[config.mk]
export PLATFORM = sky130hd
export DESIGN_NAME = zx_bus_ctrl
export DESIGN_NICKNAME = d
export VERILOG_FILES = /design/src/logic/zx_bus_pkg.sv /design/src/logic/zx_pager.sv /design/src/logic/zx_input_ports.sv /design/src/logic/zx_bus_map.sv /design/src/logic/zx_bus_ctrl.sv
export SDC_FILE = /design/constraint.sdc
export NUM_CORES = 1
export LEC_CHECK = 0
export ABC_AREA = 0
export BUFFER_PORTS_ARGS = -buffer_cell sky130_fd_sc_hd__buf_2
export CAP_MARGIN = 20
export CORE_MARGIN = 10
export CORE_UTILIZATION = 30
export CTS_CLUSTER_DIAMETER = 60
export DETAILED_ROUTE_END_ITERATION = 6
export GPL_ROUTABILITY_DRIVEN = 1
export SKIP_CTS_REPAIR_TIMING = 1
export SYNTH_ARGS = -nofsm -noshare
export SYNTH_HDL_FRONTEND = slang
export SYNTH_HIERARCHICAL = 1
export SYNTH_SLANG_ARGS = --single-unit
[constraint.sdc]
create_clock -name clk_sys -period 3.1 [get_ports clk_sys]
set_input_delay 0.93 -clock clk_sys [delete_from_list [all_inputs] [get_ports clk_sys]]
set_output_delay 0.93 -clock clk_sys [all_outputs]
set_load 0.01 [all_outputs]
[src/logic/zx_bus_pkg.sv]
/*
 * Shared widths, vector types, port decode constants, configuration
 * mode enums and the packed bus, configuration, paging and RAM request
 * structs of the ZX Spectrum bus controller
 */
package zx_bus_pkg;

	// ============================================================
	// Widths and vector types
	// ============================================================
	localparam int ADDR_W     = 16;
	localparam int RAM_ADDR_W = 24;

	typedef logic [ADDR_W-1:0]     cpu_addr_t;
	typedef logic [7:0]            byte_t;
	typedef logic [RAM_ADDR_W-1:0] ram_addr_t;
	typedef logic [3:0]            rom_page_t;
	typedef logic [5:0]            ram_page_t;
	typedef logic [4:0]            key_row_t;   // Active low
	typedef logic [5:0]            joy_t;       // R, L, D, U, fire, fire 2 from bit 0
	typedef logic [2:0]            border_t;

	// ============================================================
	// Fixed values
	// ============================================================
	localparam logic [2:0] ROM_BASE      = 3'b101;  // ROM area starts at 1.25 MB
	localparam logic [5:0] PORT_KEMPSTON = 6'h1F;

	// EFF7 is A15..A13 high, A12 and A3 low
	localparam cpu_addr_t PORT_EFF7_MASK  = 16'hF008;
	localparam cpu_addr_t PORT_EFF7_MATCH = 16'hE000;

	// 1FFD is A15..A13 low, A12 high, A1 low
	localparam cpu_addr_t PORT_1FFD_MASK  = 16'hF002;
	localparam cpu_addr_t PORT_1FFD_MATCH = 16'h1000;

	localparam ram_page_t FIXED_PAGE_1 = 6'd5;  // Screen bank at 4000
	localparam ram_page_t FIXED_PAGE_2 = 6'd2;

	// ============================================================
	// Configuration modes
	// ============================================================
	typedef enum logic [1:0] {
		MEM_128,
		MEM_P1024,
		MEM_48,
		MEM_PLUS3
	} mem_mode_e;

	typedef enum logic [1:0] {
		JOY_SINCLAIR1,
		JOY_SINCLAIR2,
		JOY_KEMPSTON,
		JOY_CURSOR
	} joy_mode_e;

	// ============================================================
	// Structs
	// ============================================================
	typedef struct packed {
		cpu_addr_t addr;
		byte_t     dout;
		logic      mreq;
		logic      iorq;
		logic      rd;
		logic      wr;
		logic      m1;
	} cpu_bus_t;

	typedef struct packed {
		mem_mode_e mem_mode;
		joy_mode_e joy0_mode;
		joy_mode_e joy1_mode;
	} zx_cfg_t;

	typedef struct packed {
		logic       special;      // +3 all-RAM layout active
		logic [1:0] special_cfg;
		rom_page_t  rom_page;
		ram_page_t  ram_page;     // Bank seen at C000
	} page_state_t;

	typedef struct packed {
		ram_addr_t addr;
		logic      rd;
		logic      we;
	} ram_req_t;

endpackage

[src/logic/zx_pager.sv]
/*
 * Memory paging registers 7FFD, 1FFD and EFF7 with their port decode,
 * Pentagon 1024 extended bank bits and the machine mode flags
 */
module zx_pager (
	input  logic                   clk_sys,
	input  logic                   reset,
	input  zx_bus_pkg::cpu_bus_t   bus_i,
	input  zx_bus_pkg::mem_mode_e  mem_mode_i,
	output zx_bus_pkg::page_state_t page_o
);

	zx_bus_pkg::byte_t page_reg;        // 7FFD
	zx_bus_pkg::byte_t page_reg_plus3;  // 1FFD
	zx_bus_pkg::byte_t page_reg_p1024;  // EFF7
	logic [2:0]        page_ext;        // Pentagon bank bits above 7FFD[2:0]

	logic zx48;
	logic p1024;
	logic plus3;

	logic io_wr;
	logic io_wr_d;
	logic io_wr_edge;
	logic page_disable;
	logic page_write;
	logic page_write_plus3;
	logic page_write_p1024;

	zx_bus_pkg::rom_page_t rom_page;

	// ============================================================
	// Port decode
	// ============================================================
	assign io_wr      = bus_i.iorq & bus_i.wr & ~bus_i.m1;
	assign io_wr_edge = io_wr & ~io_wr_d;  // One write per bus cycle

	// Pentagon 1024 honours the 7FFD lock bit 5 only with EFF7[2] set
	assign page_disable = zx48 |
		(~p1024 & page_reg[5]) |
		(p1024 & page_reg_p1024[2] & page_reg[5]);

	assign page_write = ~bus_i.addr[15] & ~bus_i.addr[1] &
		(bus_i.addr[14] | ~plus3) & ~page_disable;

	assign page_write_plus3 = plus3 & ~page_disable &
		((bus_i.addr & zx_bus_pkg::PORT_1FFD_MASK) == zx_bus_pkg::PORT_1FFD_MATCH);

	assign page_write_p1024 = p1024 &
		((bus_i.addr & zx_bus_pkg::PORT_EFF7_MASK) == zx_bus_pkg::PORT_EFF7_MATCH);

	// ============================================================
	// Registers
	// ============================================================
	always_ff @(posedge clk_sys) begin
		if (reset) begin
			io_wr_d        <= 1'b0;
			page_reg       <= '0;
			page_reg_plus3 <= '0;
			page_reg_p1024 <= '0;
			page_ext       <= '0;
			zx48  <= (mem_mode_i == zx_bus_pkg::MEM_48);
			p1024 <= (mem_mode_i == zx_bus_pkg::MEM_P1024);
			plus3 <= (mem_mode_i == zx_bus_pkg::MEM_PLUS3);
		end else begin
			io_wr_d <= io_wr;
			if (io_wr_edge) begin
				if (page_write) begin
					page_reg <= bus_i.dout;
					if (p1024 & ~page_reg_p1024[2]) begin
						page_ext <= {bus_i.dout[5], bus_i.dout[7:6]};
					end
				end else if (page_write_plus3) begin
					page_reg_plus3 <= bus_i.dout;
				end
				if (page_write_p1024) page_reg_p1024 <= bus_i.dout;
			end
		end
	end

	// ROM bank per machine
	always_comb begin
		if (zx48) begin
			rom_page = 4'd15;
		end else if (plus3) begin
			rom_page = {2'b10, page_reg_plus3[2], page_reg[4]};  // Banks 8 to 11
		end else begin
			rom_page = {3'b011, page_reg[4]};  // 128K editor or 48 BASIC
		end
	end

	assign page_o.special     = page_reg_plus3[0];
	assign page_o.special_cfg = page_reg_plus3[2:1];
	assign page_o.rom_page    = rom_page;
	assign page_o.ram_page    = {page_ext, page_reg[2:0]};

endmodule

[src/logic/zx_input_ports.sv]
/*
 * ULA port FE with the border, EAR and MIC latch on write, the keyboard
 * read byte with Sinclair and Cursor joystick mapping, and the Kempston byte
 */
module zx_input_ports (
	input  logic                  clk_sys,
	input  logic                  reset,
	input  zx_bus_pkg::cpu_bus_t  bus_i,
	input  zx_bus_pkg::joy_mode_e joy0_mode_i,
	input  zx_bus_pkg::joy_mode_e joy1_mode_i,
	input  zx_bus_pkg::joy_t      joy0_i,
	input  zx_bus_pkg::joy_t      joy1_i,
	input  zx_bus_pkg::key_row_t  key_data_i,
	input  logic                  tape_in_i,
	output zx_bus_pkg::byte_t     ula_rd_o,
	output zx_bus_pkg::byte_t     kemp_rd_o,
	output zx_bus_pkg::border_t   border_o,
	output logic                  ear_o,
	output logic                  mic_o
);

	logic io_wr;
	logic io_wr_d;

	zx_bus_pkg::joy_t     joy_kempston;
	logic [4:0]           joy_sinclair1;
	logic [4:0]           joy_sinclair2;
	logic [4:0]           joy_cursor;
	zx_bus_pkg::key_row_t joy_kbd;

	// Sinclair joystick bits L, R, D, U and fire onto key bits 4 down to 0
	function automatic logic [4:0] sinclair_row(input logic [4:0] joy);
		sinclair_row = {joy[1], joy[0], joy[2], joy[3], joy[4]};
	endfunction

	// ============================================================
	// FE write latch
	// ============================================================
	assign io_wr = bus_i.iorq & bus_i.wr & ~bus_i.m1;

	always_ff @(posedge clk_sys) begin
		if (reset) begin
			io_wr_d  <= 1'b0;
			border_o <= '0;
			ear_o    <= 1'b0;
			mic_o    <= 1'b0;
		end else begin
			io_wr_d <= io_wr;
			if (io_wr & ~io_wr_d & ~bus_i.addr[0]) begin
				border_o <= bus_i.dout[2:0];
				ear_o    <= bus_i.dout[4];
				mic_o    <= bus_i.dout[3];
			end
		end
	end

	// ============================================================
	// Joystick routing
	// ============================================================
	always_comb begin
		joy_kempston  = '0;
		joy_sinclair1 = '0;
		joy_sinclair2 = '0;
		joy_cursor    = '0;
		case (joy0_mode_i)
			zx_bus_pkg::JOY_SINCLAIR1: joy_sinclair1 |= joy0_i[4:0];
			zx_bus_pkg::JOY_SINCLAIR2: joy_sinclair2 |= joy0_i[4:0];
			zx_bus_pkg::JOY_KEMPSTON:  joy_kempston  |= joy0_i;
			default:                   joy_cursor    |= joy0_i[4:0];
		endcase
		case (joy1_mode_i)
			zx_bus_pkg::JOY_SINCLAIR1: joy_sinclair1 |= joy1_i[4:0];
			zx_bus_pkg::JOY_SINCLAIR2: joy_sinclair2 |= joy1_i[4:0];
			zx_bus_pkg::JOY_KEMPSTON:  joy_kempston  |= joy1_i;
			default:                   joy_cursor    |= joy1_i[4:0];
		endcase
	end

	// Row 6-0 (A12 low) and row 1-5 (A11 low)
	assign joy_kbd =
		({5{bus_i.addr[12]}} | ~(sinclair_row(joy_sinclair1) |
			{joy_cursor[2], joy_cursor[3], joy_cursor[0], 1'b0, joy_cursor[4]})) &
		({5{bus_i.addr[11]}} | ~(sinclair_row(joy_sinclair2) |
			{joy_cursor[1], 4'b0000}));

	assign ula_rd_o  = {1'b1, tape_in_i | ear_o, 1'b1, key_data_i & joy_kbd};
	assign kemp_rd_o = {2'b00, joy_kempston};

endmodule

[src/logic/zx_bus_map.sv]
/*
 * CPU address to RAM address mapping for normal and +3 special modes,
 * ROM write protection and the CPU read-data multiplexer
 */
module zx_bus_map (
	input  zx_bus_pkg::cpu_bus_t    bus_i,
	input  zx_bus_pkg::page_state_t page_i,
	input  zx_bus_pkg::byte_t       ula_rd_i,
	input  zx_bus_pkg::byte_t       kemp_rd_i,
	input  zx_bus_pkg::byte_t       ram_dout_i,
	output zx_bus_pkg::ram_req_t    ram_o,
	output zx_bus_pkg::byte_t       cpu_din_o
);

	logic [1:0]            slot;
	logic [2:0]            special_bank;
	zx_bus_pkg::ram_page_t bank;

	assign slot = bus_i.addr[15:14];

	// +3 all-RAM layouts
	always_comb begin
		case (page_i.special_cfg)
			2'b00:   special_bank = {1'b0, slot};                      // 0 1 2 3
			2'b01:   special_bank = {1'b1, slot};                      // 4 5 6 7
			2'b10:   special_bank = (slot == 2'd3) ? 3'd3 : {1'b1, slot};  // 4 5 6 3
			default: special_bank = {~&slot, |slot, slot[0]};          // 4 7 6 3
		endcase
	end

	always_comb begin
		case (slot)
			2'd1:    bank = zx_bus_pkg::FIXED_PAGE_1;
			2'd2:    bank = zx_bus_pkg::FIXED_PAGE_2;
			default: bank = page_i.ram_page;
		endcase
		if (page_i.special) bank = {3'd0, special_bank};
	end

	// ============================================================
	// RAM request
	// ============================================================
	always_comb begin
		if (!page_i.special && slot == 2'd0) begin
			ram_o.addr = {3'd0, zx_bus_pkg::ROM_BASE, page_i.rom_page, bus_i.addr[13:0]};
		end else begin
			ram_o.addr = {4'd0, bank, bus_i.addr[13:0]};
		end
		ram_o.rd = bus_i.mreq & bus_i.rd;
		ram_o.we = bus_i.mreq & bus_i.wr &
			(bus_i.addr[15] | bus_i.addr[14] | page_i.special);  // No ROM writes
	end

	// ============================================================
	// CPU read data
	// ============================================================
	always_comb begin
		if (bus_i.mreq) begin
			cpu_din_o = ram_dout_i;
		end else if (bus_i.iorq & bus_i.rd & ~bus_i.m1) begin
			if (bus_i.addr[5:0] == zx_bus_pkg::PORT_KEMPSTON) begin
				cpu_din_o = kemp_rd_i;
			end else if (!bus_i.addr[0]) begin
				cpu_din_o = ula_rd_i;
			end else begin
				cpu_din_o = 8'hFF;  // Floating bus
			end
		end else begin
			cpu_din_o = 8'hFF;
		end
	end

endmodule

[src/logic/zx_bus_ctrl.sv]
/*
 * Top level of the ZX Spectrum bus controller joining paging, the ULA
 * and joystick ports, and RAM address mapping
 */
module zx_bus_ctrl (
	input  logic                 clk_sys,
	input  logic                 reset,
	input  zx_bus_pkg::cpu_bus_t bus_i,
	input  zx_bus_pkg::zx_cfg_t  cfg_i,       // Sampled during reset
	input  zx_bus_pkg::byte_t    ram_dout_i,
	input  zx_bus_pkg::key_row_t key_data_i,
	input  zx_bus_pkg::joy_t     joy0_i,
	input  zx_bus_pkg::joy_t     joy1_i,
	input  logic                 tape_in_i,
	output zx_bus_pkg::ram_req_t ram_o,
	output zx_bus_pkg::byte_t    cpu_din_o,
	output zx_bus_pkg::border_t  border_o,
	output logic                 ear_o,
	output logic                 mic_o
);

	zx_bus_pkg::page_state_t page;
	zx_bus_pkg::byte_t       ula_rd;
	zx_bus_pkg::byte_t       kemp_rd;

	zx_pager u_pager (
		.clk_sys    (clk_sys),
		.reset      (reset),
		.bus_i      (bus_i),
		.mem_mode_i (cfg_i.mem_mode),
		.page_o     (page)
	);

	zx_input_ports u_ports (
		.clk_sys     (clk_sys),
		.reset       (reset),
		.bus_i       (bus_i),
		.joy0_mode_i (cfg_i.joy0_mode),
		.joy1_mode_i (cfg_i.joy1_mode),
		.joy0_i      (joy0_i),
		.joy1_i      (joy1_i),
		.key_data_i  (key_data_i),
		.tape_in_i   (tape_in_i),
		.ula_rd_o    (ula_rd),
		.kemp_rd_o   (kemp_rd),
		.border_o    (border_o),
		.ear_o       (ear_o),
		.mic_o       (mic_o)
	);

	zx_bus_map u_map (
		.bus_i      (bus_i),
		.page_i     (page),
		.ula_rd_i   (ula_rd),
		.kemp_rd_i  (kemp_rd),
		.ram_dout_i (ram_dout_i),
		.ram_o      (ram_o),
		.cpu_din_o  (cpu_din_o)
	);

endmodule

# Word-level counts from Yosys, hierarchy flattened
# Index checks and enable logic that the tools add are counted.
[op_classes]
muxes = 19
bitwise_logic = 47
eq_ne = 15
reduce_logical = 15
[op_table]
columns = ["operator", "count"]
rows = [
  ["$or 5x5->5", 7],
  ["$mux 5", 6],
  ["$mux 8", 3],
  ["$mux 21", 1],
  ["$and 1x1->1", 19],
  ["$mux 6", 3],
  ["$eq 2x2->1 const B", 7],
  ["$pmux 6 s2", 1],
  ["$and 5x5->5", 2],
  ["$eq 2x1->1 const B", 5],
  ["$not 1->1", 10],
  ["$not 5->5", 2],
  ["$pmux 3 s3", 1],
  ["$logic_not 2->1", 4],
  ["$mux 4", 2],
  ["$mux 7", 1],
  ["$eq 6x5->1 const B", 1],
  ["$or 1x1->1", 6],
  ["$or 6x6->6", 1],
  ["$reduce_and 2->1", 3],
  ["$reduce_and 3->1", 2],
  ["$reduce_or 3->1", 2],
  ["$eq 5x2->1 const B", 1],
  ["$eq 5x5->1 const B", 1],
  ["other kinds (4)", 5],
]
[word_totals]
regBits = 24
elab_cells = 107
input_bits = 63

# Longest topological paths before layout
# Gate-level depths: netlist of run 1.
[depth]
word_depth = 14
mapped_depth = 6

# By module
# Netlist of run 1, hierarchy kept.
[modules_own_cells]
columns = ["mod", "cells_each", "area_each_um2", "seq_area_each_um2", "n_inst"]
rows = [
  ["zx_pager", 72, 788.3, 350.3, 1],
  ["zx_input_ports", 73, 618.1, 120.1, 1],
  ["zx_bus_map", 78, 581.8, 0.0, 1],
]

# Worst setup path after synthesis of run 1
# Ideal clock, no wire load.
[synth_path]
kind = "input-to-output"
start = "input port cfg_i[3] in the netlist's numbering"
end = "output port cpu_din_o[0]"
t_required_ns = 2.170
path_stages = 6
arrival_ns = 2.059
slack_ns = 0.111
cell_sequence = "buf_6 and2b_1 a22oi_1 o221a_2 o32a_1 o21a_1"
[synth_via]
elab_chain_len = 14
[synth_lines]
columns = ["element", "line", "source"]
rows = [
  ["start, declared", "zx_bus_ctrl.sv:9", "input zx_bus_pkg::zx_cfg_t cfg_i,"],
  ["$eq 2x1->1, or another cell as far along", "zx_input_ports.sv:65", "case (joy0_mode_i)"],
  ["$reduce_or 3->1 (no line)", "n/a", ""],
  ["$mux 5", "zx_input_ports.sv:65", ""],
  ["$or 5x5->5", "zx_input_ports.sv:75", "default: joy_cursor |= joy1_i[4:0];"],
  ["$mux 5", "zx_input_ports.sv:71", "case (joy1_mode_i)"],
  ["$or 5x5->5", "zx_input_ports.sv:81", "({5{bus_i.addr[12]}} | ~(sinclair_row(joy_sinclair1) |"],
  ["$not 5->5", "zx_input_ports.sv:81", ""],
  ["$or 5x5->5", "zx_input_ports.sv:81", ""],
  ["$and 5x5->5 *", "zx_input_ports.sv:82", "{joy_cursor[2], joy_cursor[3], joy_cursor[0], 1'b0, joy_cursor[4]})) &"],
  ["$and 5x5->5 *", "zx_input_ports.sv:86", "assign ula_rd_o = {1'b1, tape_in_i | ear_o, 1'b1, key_data_i & joy_kbd};"],
  ["via ula_rd[0]", "zx_bus_ctrl.sv:23", "zx_bus_pkg::byte_t ula_rd;"],
  ["$mux 7 *", "zx_bus_map.sv:63", "end else if (!bus_i.addr[0]) begin"],
  ["$mux 8 *", "zx_bus_map.sv:61", "if (bus_i.addr[5:0] == zx_bus_pkg::PORT_KEMPSTON) begin"],
  ["$mux 8 *", "zx_bus_map.sv:60", "end else if (bus_i.iorq & bus_i.rd & ~bus_i.m1) begin"],
  ["$mux 8 *", "zx_bus_map.sv:58", "if (bus_i.mreq) begin"],
  ["end, declared", "zx_bus_ctrl.sv:16", "output zx_bus_pkg::byte_t cpu_din_o,"],
]
# The timed path passes the listed nets; every way through them passes the cells marked *.

# Worst setup path in the final report of run 1
[layout_path]
start = "input port cfg_i[1] in the netlist's numbering"
end = "output port cpu_din_o[2]"
[layout_via]
elab_chain_len = 12
[layout_lines]
columns = ["element", "line"]
rows = [
  ["$eq 2x1->1, or another cell as far along", "zx_input_ports.sv:71"],
  ["$reduce_or 3->1 (no line)", "n/a"],
  ["$mux 5", "zx_input_ports.sv:71"],
  ["$or 5x5->5", "zx_input_ports.sv:81"],
  ["$not 5->5", "zx_input_ports.sv:81"],
  ["$or 5x5->5", "zx_input_ports.sv:81"],
  ["$and 5x5->5 *", "zx_input_ports.sv:82"],
  ["$and 5x5->5 *", "zx_input_ports.sv:86"],
  ["via ula_rd[2]", "zx_bus_ctrl.sv:23"],
  ["$mux 7 *", "zx_bus_map.sv:63"],
  ["$mux 8 *", "zx_bus_map.sv:61"],
  ["$mux 8 *", "zx_bus_map.sv:60"],
  ["$mux 8 *", "zx_bus_map.sv:58"],
]
# Marks and branches as above.

==> results.md, run 1 <==
* Total CTS buffers at 3
* Sequential fraction of the synthesis area at 23.7%
* FMAX at 0.322 GHz
* Fillers at 650
* Overflow after GRT at 0
* Worst setup EP type: output pin
* Max-slew violation count at 0
* Min-Delay Path Class: register to register
* Yosys cell types at 50
* Clock Tree Buf Depth at 2
* Die X-Extent at 101 um
* Final Core Density at 42.3%
* Worst-path clk slew at 0.07 ns
* Post-route cell area at 2700 um^2
* Initial antenna violation count at 0
* Yosys top cell area share at 19.1%
* Layout cells sized above 1 at 47.5%
* Synth Area per Inst at 8.92 um^2
* Crit path required time at 2.17 ns
* Final worst-path cycle share at 100%
* Post-Route WL at 6.37 mm
* Dpl cell area at 2430 um^2
* Via/cell ratio at 4.98
* Synth area leader: dfxtp_1
* Setup Skew at 0.00355 ns
* Final setup violation count at 2
* Vias in the first global route at 1919
* Slew @ Worst Pin at 0.540 ns
* Routed Antenna Nets at 0
* Die Ht at 101 um
* Std-Cell Rows at 29
* Maxcap violations at 0
* Area delta synth->final at 35.9%
* NumNets Final at 371
* I/O pin cnt at 102
* DR vias at 1896
* Pwr/cell area at 270 nW/um^2
* GPL Wtd Cong at 0.763
* Primary FF master, synth: dfxtp_1
* Leakage dissipation at 1.18 nW
* Failing checks: negative setup slack
* Reg2reg setup slack at 1.38 ns
* Critical Path Fanout Max at 7
* Post-Syn Instances at 223
* PortBufs at 88
* Number of synthesized flops with an enable pin at 3
* DRT Pass-1 Iters at 4
* Max reg flops at 5
* Starting Density at 31.1%
* Critical path startpoint category: input pin
* Largest net degree at the start of global routing at 30
* Fin crit period at 3.11 ns
* Yosys reg bits at 22
* Top cells by area, synth: dfxtp_1, buf_4, mux2i_1
* Max_slew headroom at 64.0%
* TritonCTS clock tree: yes
* Pre-CTS setup slack at -0.111 ns
* Unrepaired setup endpoints after global routing: true
* Crit path DAT at 2.18 ns
* Ys Warns at 6
* Cell area after synthesis at 1990 um^2
* Final Hold Viols at 0
* Async SR Flop Fraction at 0%
* Final worst slack at -0.00791 ns
* Avg WL per Cell at 16.7 um
* Worst setup path class: input pin to output pin
* GR Util All Layers at 11.0%
* Outcome: finished, violations left
* DP HPWL at 5.23 mm
* Peak VDD IR at 0.179 mV
* Core area at 6390 um^2
* First-pass GRT wire length at 9.49 mm
* Clk sink count at 22
* Drc violations at 0
* Root Driver: clkbuf_8
* # H-tree levels at 1
* Skew-Pair Late Insertion Delay at 0.25 ns
* Initial drt markers at 69
* Die area at 10300 um^2
## worst max-delay path: stages
cell and delay (ns):
buf_12 0.11, nor2_4 0.23, a2111oi_4 0.12, o221a_1 0.27, o32a_1 0.28, o21a_1 0.11
buf_6 0.12
## logic make-up (layout without fill, tap and decap cells)
group,Yosys count,after routing,share of synthesized area [%]
compound gates,56,56,24.0
other cells,3,8,0.566
flops,22,22,23.7
xor+xnor,2,2,0.881
buf+inv,41,117,13.5
simple gates,75,75,24.6
fa+ha+maj,4,4,2.52
mux,20,20,10.3
## Yosys cell counts (4+ instances only)
cell / count
nand2b_1: 21
o21a_1: 9
a22o_1: 6
nor3b_1: 4
inv_1: 6
or2_2: 5
o21ai_0: 7
ha_1: 4
nand3_1: 6
o32a_1: 8
clkbuf_1: 5
a22oi_1: 7
nor2_1: 6
mux2i_1: 17
a21oi_1: 7
buf_4: 24
nor2b_1: 6
dfxtp_1: 19
## metrics by stage
step | setup TNS, ns | std cells | total power, mW | hold slack (ns)
after floorplan | 0 | 227 | 0.439 | 0.444
after global placement | -0.373 | 375 | 0.526 | 0.458
after detailed placement | -0.487 | 375 | 0.528 | 0.464
after CTS | -0.483 | 379 | 0.704 | 0.478
after global routing | -0.278 | 380 | 0.772 | 0.494
final | -0.0129 | 381 | 0.730 | 0.475
## path summary, 6_finish.rpt
path | start | to | cells past startpoint
worst min register to register | u_pager/page_reg_p1024[2] | u_pager/page_reg_p1024[2] | 2
worst max register to register | u_pager/zx48 | u_pager/page_ext[0] | 3
worst max-delay path | cfg_i[1] | cpu_din_o[2] | 7
worst min-delay path | u_pager/page_reg_p1024[2] | u_pager/page_reg_p1024[2] | 2
## layout make-up
type	count	area (um^2)	area share, %
multi-input cells	164	1400	51.7
repair buffers	107	668	24.7
flip-flops and latches	22	470	17.4
well taps	77	96.3	3.57
clock buffers	4	45.0	1.67
inverters	6	22.5	0.834
diodes	1	2.50	0.0926
## where the power goes
| part | total (mW) | internal [mW] | switching [mW] |
|---|---|---|---|
| combinational | 0.256 | 0.135 | 0.121 |
| clock | 0.174 | 0.0913 | 0.0830 |
| sequential | 0.299 | 0.295 | 0.00420 |
| total | 0.730 | 0.521 | 0.208 |
## per-layer routing
layer,up-vias,global-route usage [%],share of wire [%]
met3,4,3.81,7.3
met2,50,19.5,51
met4,0,1.61,0.66
li1,951,-,-
met1,891,12.7,41
met5,-,0,0
## cells in the final DEF, fill, tap and decap left out, types with 7 or more instances in the layout
master and n:
buf_2 80, nand2b_1 21, dfxtp_1 19, buf_4 18
mux2i_1 16, o21a_1 9, o32a_1 8, a21oi_1 7
o21ai_0 7, conb_1 7
Note: power is estimated with default switching activity, not from simulation.
==> run 2: changes to the inputs <==
--- a/config.mk
+++ b/config.mk
@@ -18,3 +18,4 @@
 export SYNTH_HDL_FRONTEND = slang
 export SYNTH_HIERARCHICAL = 1
 export SYNTH_SLANG_ARGS = --single-unit
+export TNS_END_PERCENT = 10
==> constraint.sdc (replaced) <==
create_clock -name clk_sys -period 2.8 [get_ports clk_sys]
set_input_delay 0.84 -clock clk_sys [delete_from_list [all_inputs] [get_ports clk_sys]]
set_output_delay 0.84 -clock clk_sys [all_outputs]
set_load 0.01 [all_outputs]
==> run 2 against run 1 <==
Against the previous run: wire length rose by 2.5%; count of clock-buffer cells in the layout did not move; critical endpoint is now cpu_din_o[1]; clock skew rose by 0.0013 ns; combinational power rose by 13%; clock power rose by 49%; the run still ends with negative setup slack left; utilization rose by 0.67 points; via count rose by 1.7%; non-clock buffer count rose by 5; total power rose by 21%; final area rose by 1.6%; hold slack got worse by 0.0016 ns.
==> results.md, run 2 (synthesized netlist as in run 1, its figures left out) <==
* Post-route cell area at 2740 um^2
* Routed Antenna Nets at 0
* Std-Cell Rows at 29
* Fin crit period at 2.96 ns
* Worst setup path class: input pin to output pin
* Setup Skew at 0.00489 ns
* Unrepaired setup endpoints after global routing: true
* Worst hold start: u_pager/page_reg[4]
* GPL Wtd Cong at 0.861
* DRT Pass-1 Iters at 4
* Final Power at 879 uW
* First-pass GRT wire length at 9.83 mm
* Reg-to-Reg Start: u_pager/zx48
* Most frequent cells in the layout: buf_2, buf_4, nand2b_1, dfxtp_1, mux2i_1
* Starting Density at 31.1%
* Pre-CTS setup slack at -0.223 ns
* Clk sink count at 22
* Avg WL per Cell at 17.0 um
* Fillers at 640
* Largest stage delay, worst path at 0.28 ns
* CP startpoint: cfg_i[1]
* Final setup violation count at 8
* Dpl cell area at 2470 um^2
* Outcome: finished, violations left
* Worst setup EP type: output pin
* I/O pin cnt at 102
* Max-slew violation count at 0
* Via/cell ratio at 5.01
* Crit path required time at 1.96 ns
* DR vias at 1929
* Pwr/cell area at 321 nW/um^2
* Clock Tree Buf Depth at 2
* Critical Path Fanout Max at 7
* Peak VDD IR at 0.179 mV
* Post-Route WL at 6.53 mm
* Min-Delay Path Class: register to register
* Crit-path slowest cell: o221a_2
* Commonest non-fill, non-tap cell in the layout: buf_2
* Crit-path cells: buf_8, nor2_4, a22oi_1, o221a_2, o32a_1, o21a_1, buf_2
* Vias in the first global route at 2002
* NumNets Final at 376
* DP HPWL at 5.26 mm
* Area delta synth->final at 38.0%
* TritonCTS clock tree: yes
* Slew @ Worst Pin at 0.557 ns
* Die area at 10300 um^2
* Layout cells sized above 1 at 49.4%
* Final Hold Viols at 0
* Skew-Pair Late Insertion Delay at 0.27 ns
* PortBufs at 88
* Drc violations at 0
* Max_slew headroom at 62.9%
* Overflow after GRT at 0
* Leakage dissipation at 1.21 nW
* Max reg flops at 5
* Initial drt markers at 85
* Worst-path clk slew at 0.08 ns
* # H-tree levels at 1
* Core area at 6390 um^2
* Crit path DAT at 2.12 ns
* Final Core Density at 43.0%
* FMAX at 0.338 GHz
* Root Driver: clkbuf_8
* GR Util All Layers at 11.5%
* Final worst slack at -0.162 ns
* Initial antenna violation count at 0
* Critical path startpoint category: input pin
* Die Ht at 101 um
* Largest net degree at the start of global routing at 30
* Ant diodes at 0
* Maxcap violations at 0
* Final worst-path cycle share at 106%
* Die X-Extent at 101 um
* Total CTS buffers at 3
* Failing checks: negative setup slack
==> run 2: critical path, delay by kind of cell <==
kind | cells | cell delay (ns)
compound gates | 4 | 0.80
buf+inv | 2 | 0.24
simple gates | 1 | 0.23
==> run 2: path summary, 6_finish.rpt <==
path / endpoint / slack (ns) / depth (start not counted)
worst max-delay path: cpu_din_o[1] / -0.16 / 7
worst min-delay path: u_pager/page_reg[4] / 0.47 / 2
worst max register to register: u_pager/page_ext[0] / 1.07 / 3
worst min register to register: u_pager/page_reg[4] / 0.47 / 2
==> run 2: where the power goes <==
group	switching (mW)	internal, mW	leakage (nW)
sequential	0.00469	0.326	0.182
clock	0.104	0.155	0.0339
combinational	0.137	0.152	0.994
==> run 2: per-layer routing <==
layer | part of all wire, % | global-route usage, % | vias up | routed length (um)
met1 | 39 | 12.9 | 894 | 2530
met2 | 54 | 20.6 | 59 | 3490
li1 | - | - | 970 | -
met5 | 0 | 0 | - | 0
met4 | 0.96 | 3.00 | 0 | 63
met3 | 6.7 | 3.34 | 6 | 439
==> run 2: final cells by class <==
class	count	area [um^2]	area share (%)
Timing Repair Buffer	112	677	24.7
Sequential cell	22	470	17.1
Multi-Input combinational cell	164	1410	51.4
Inverter	6	22.5	0.821
Clock buffer	4	66.3	2.42
Tap cell	77	96.3	3.51
==> run 2: stage by stage <==
| step | cells | TNS, ns | hold WS (ns) |
|---|---|---|---|
| after floorplan | 227 | -0.00201 | 0.444 |
| after global placement | 381 | -1.57 | 0.460 |
| after detailed placement | 381 | -1.62 | 0.467 |
| after CTS | 385 | -1.63 | 0.475 |
| after global routing | 385 | -1.39 | 0.509 |
| final | 385 | -0.911 | 0.473 |
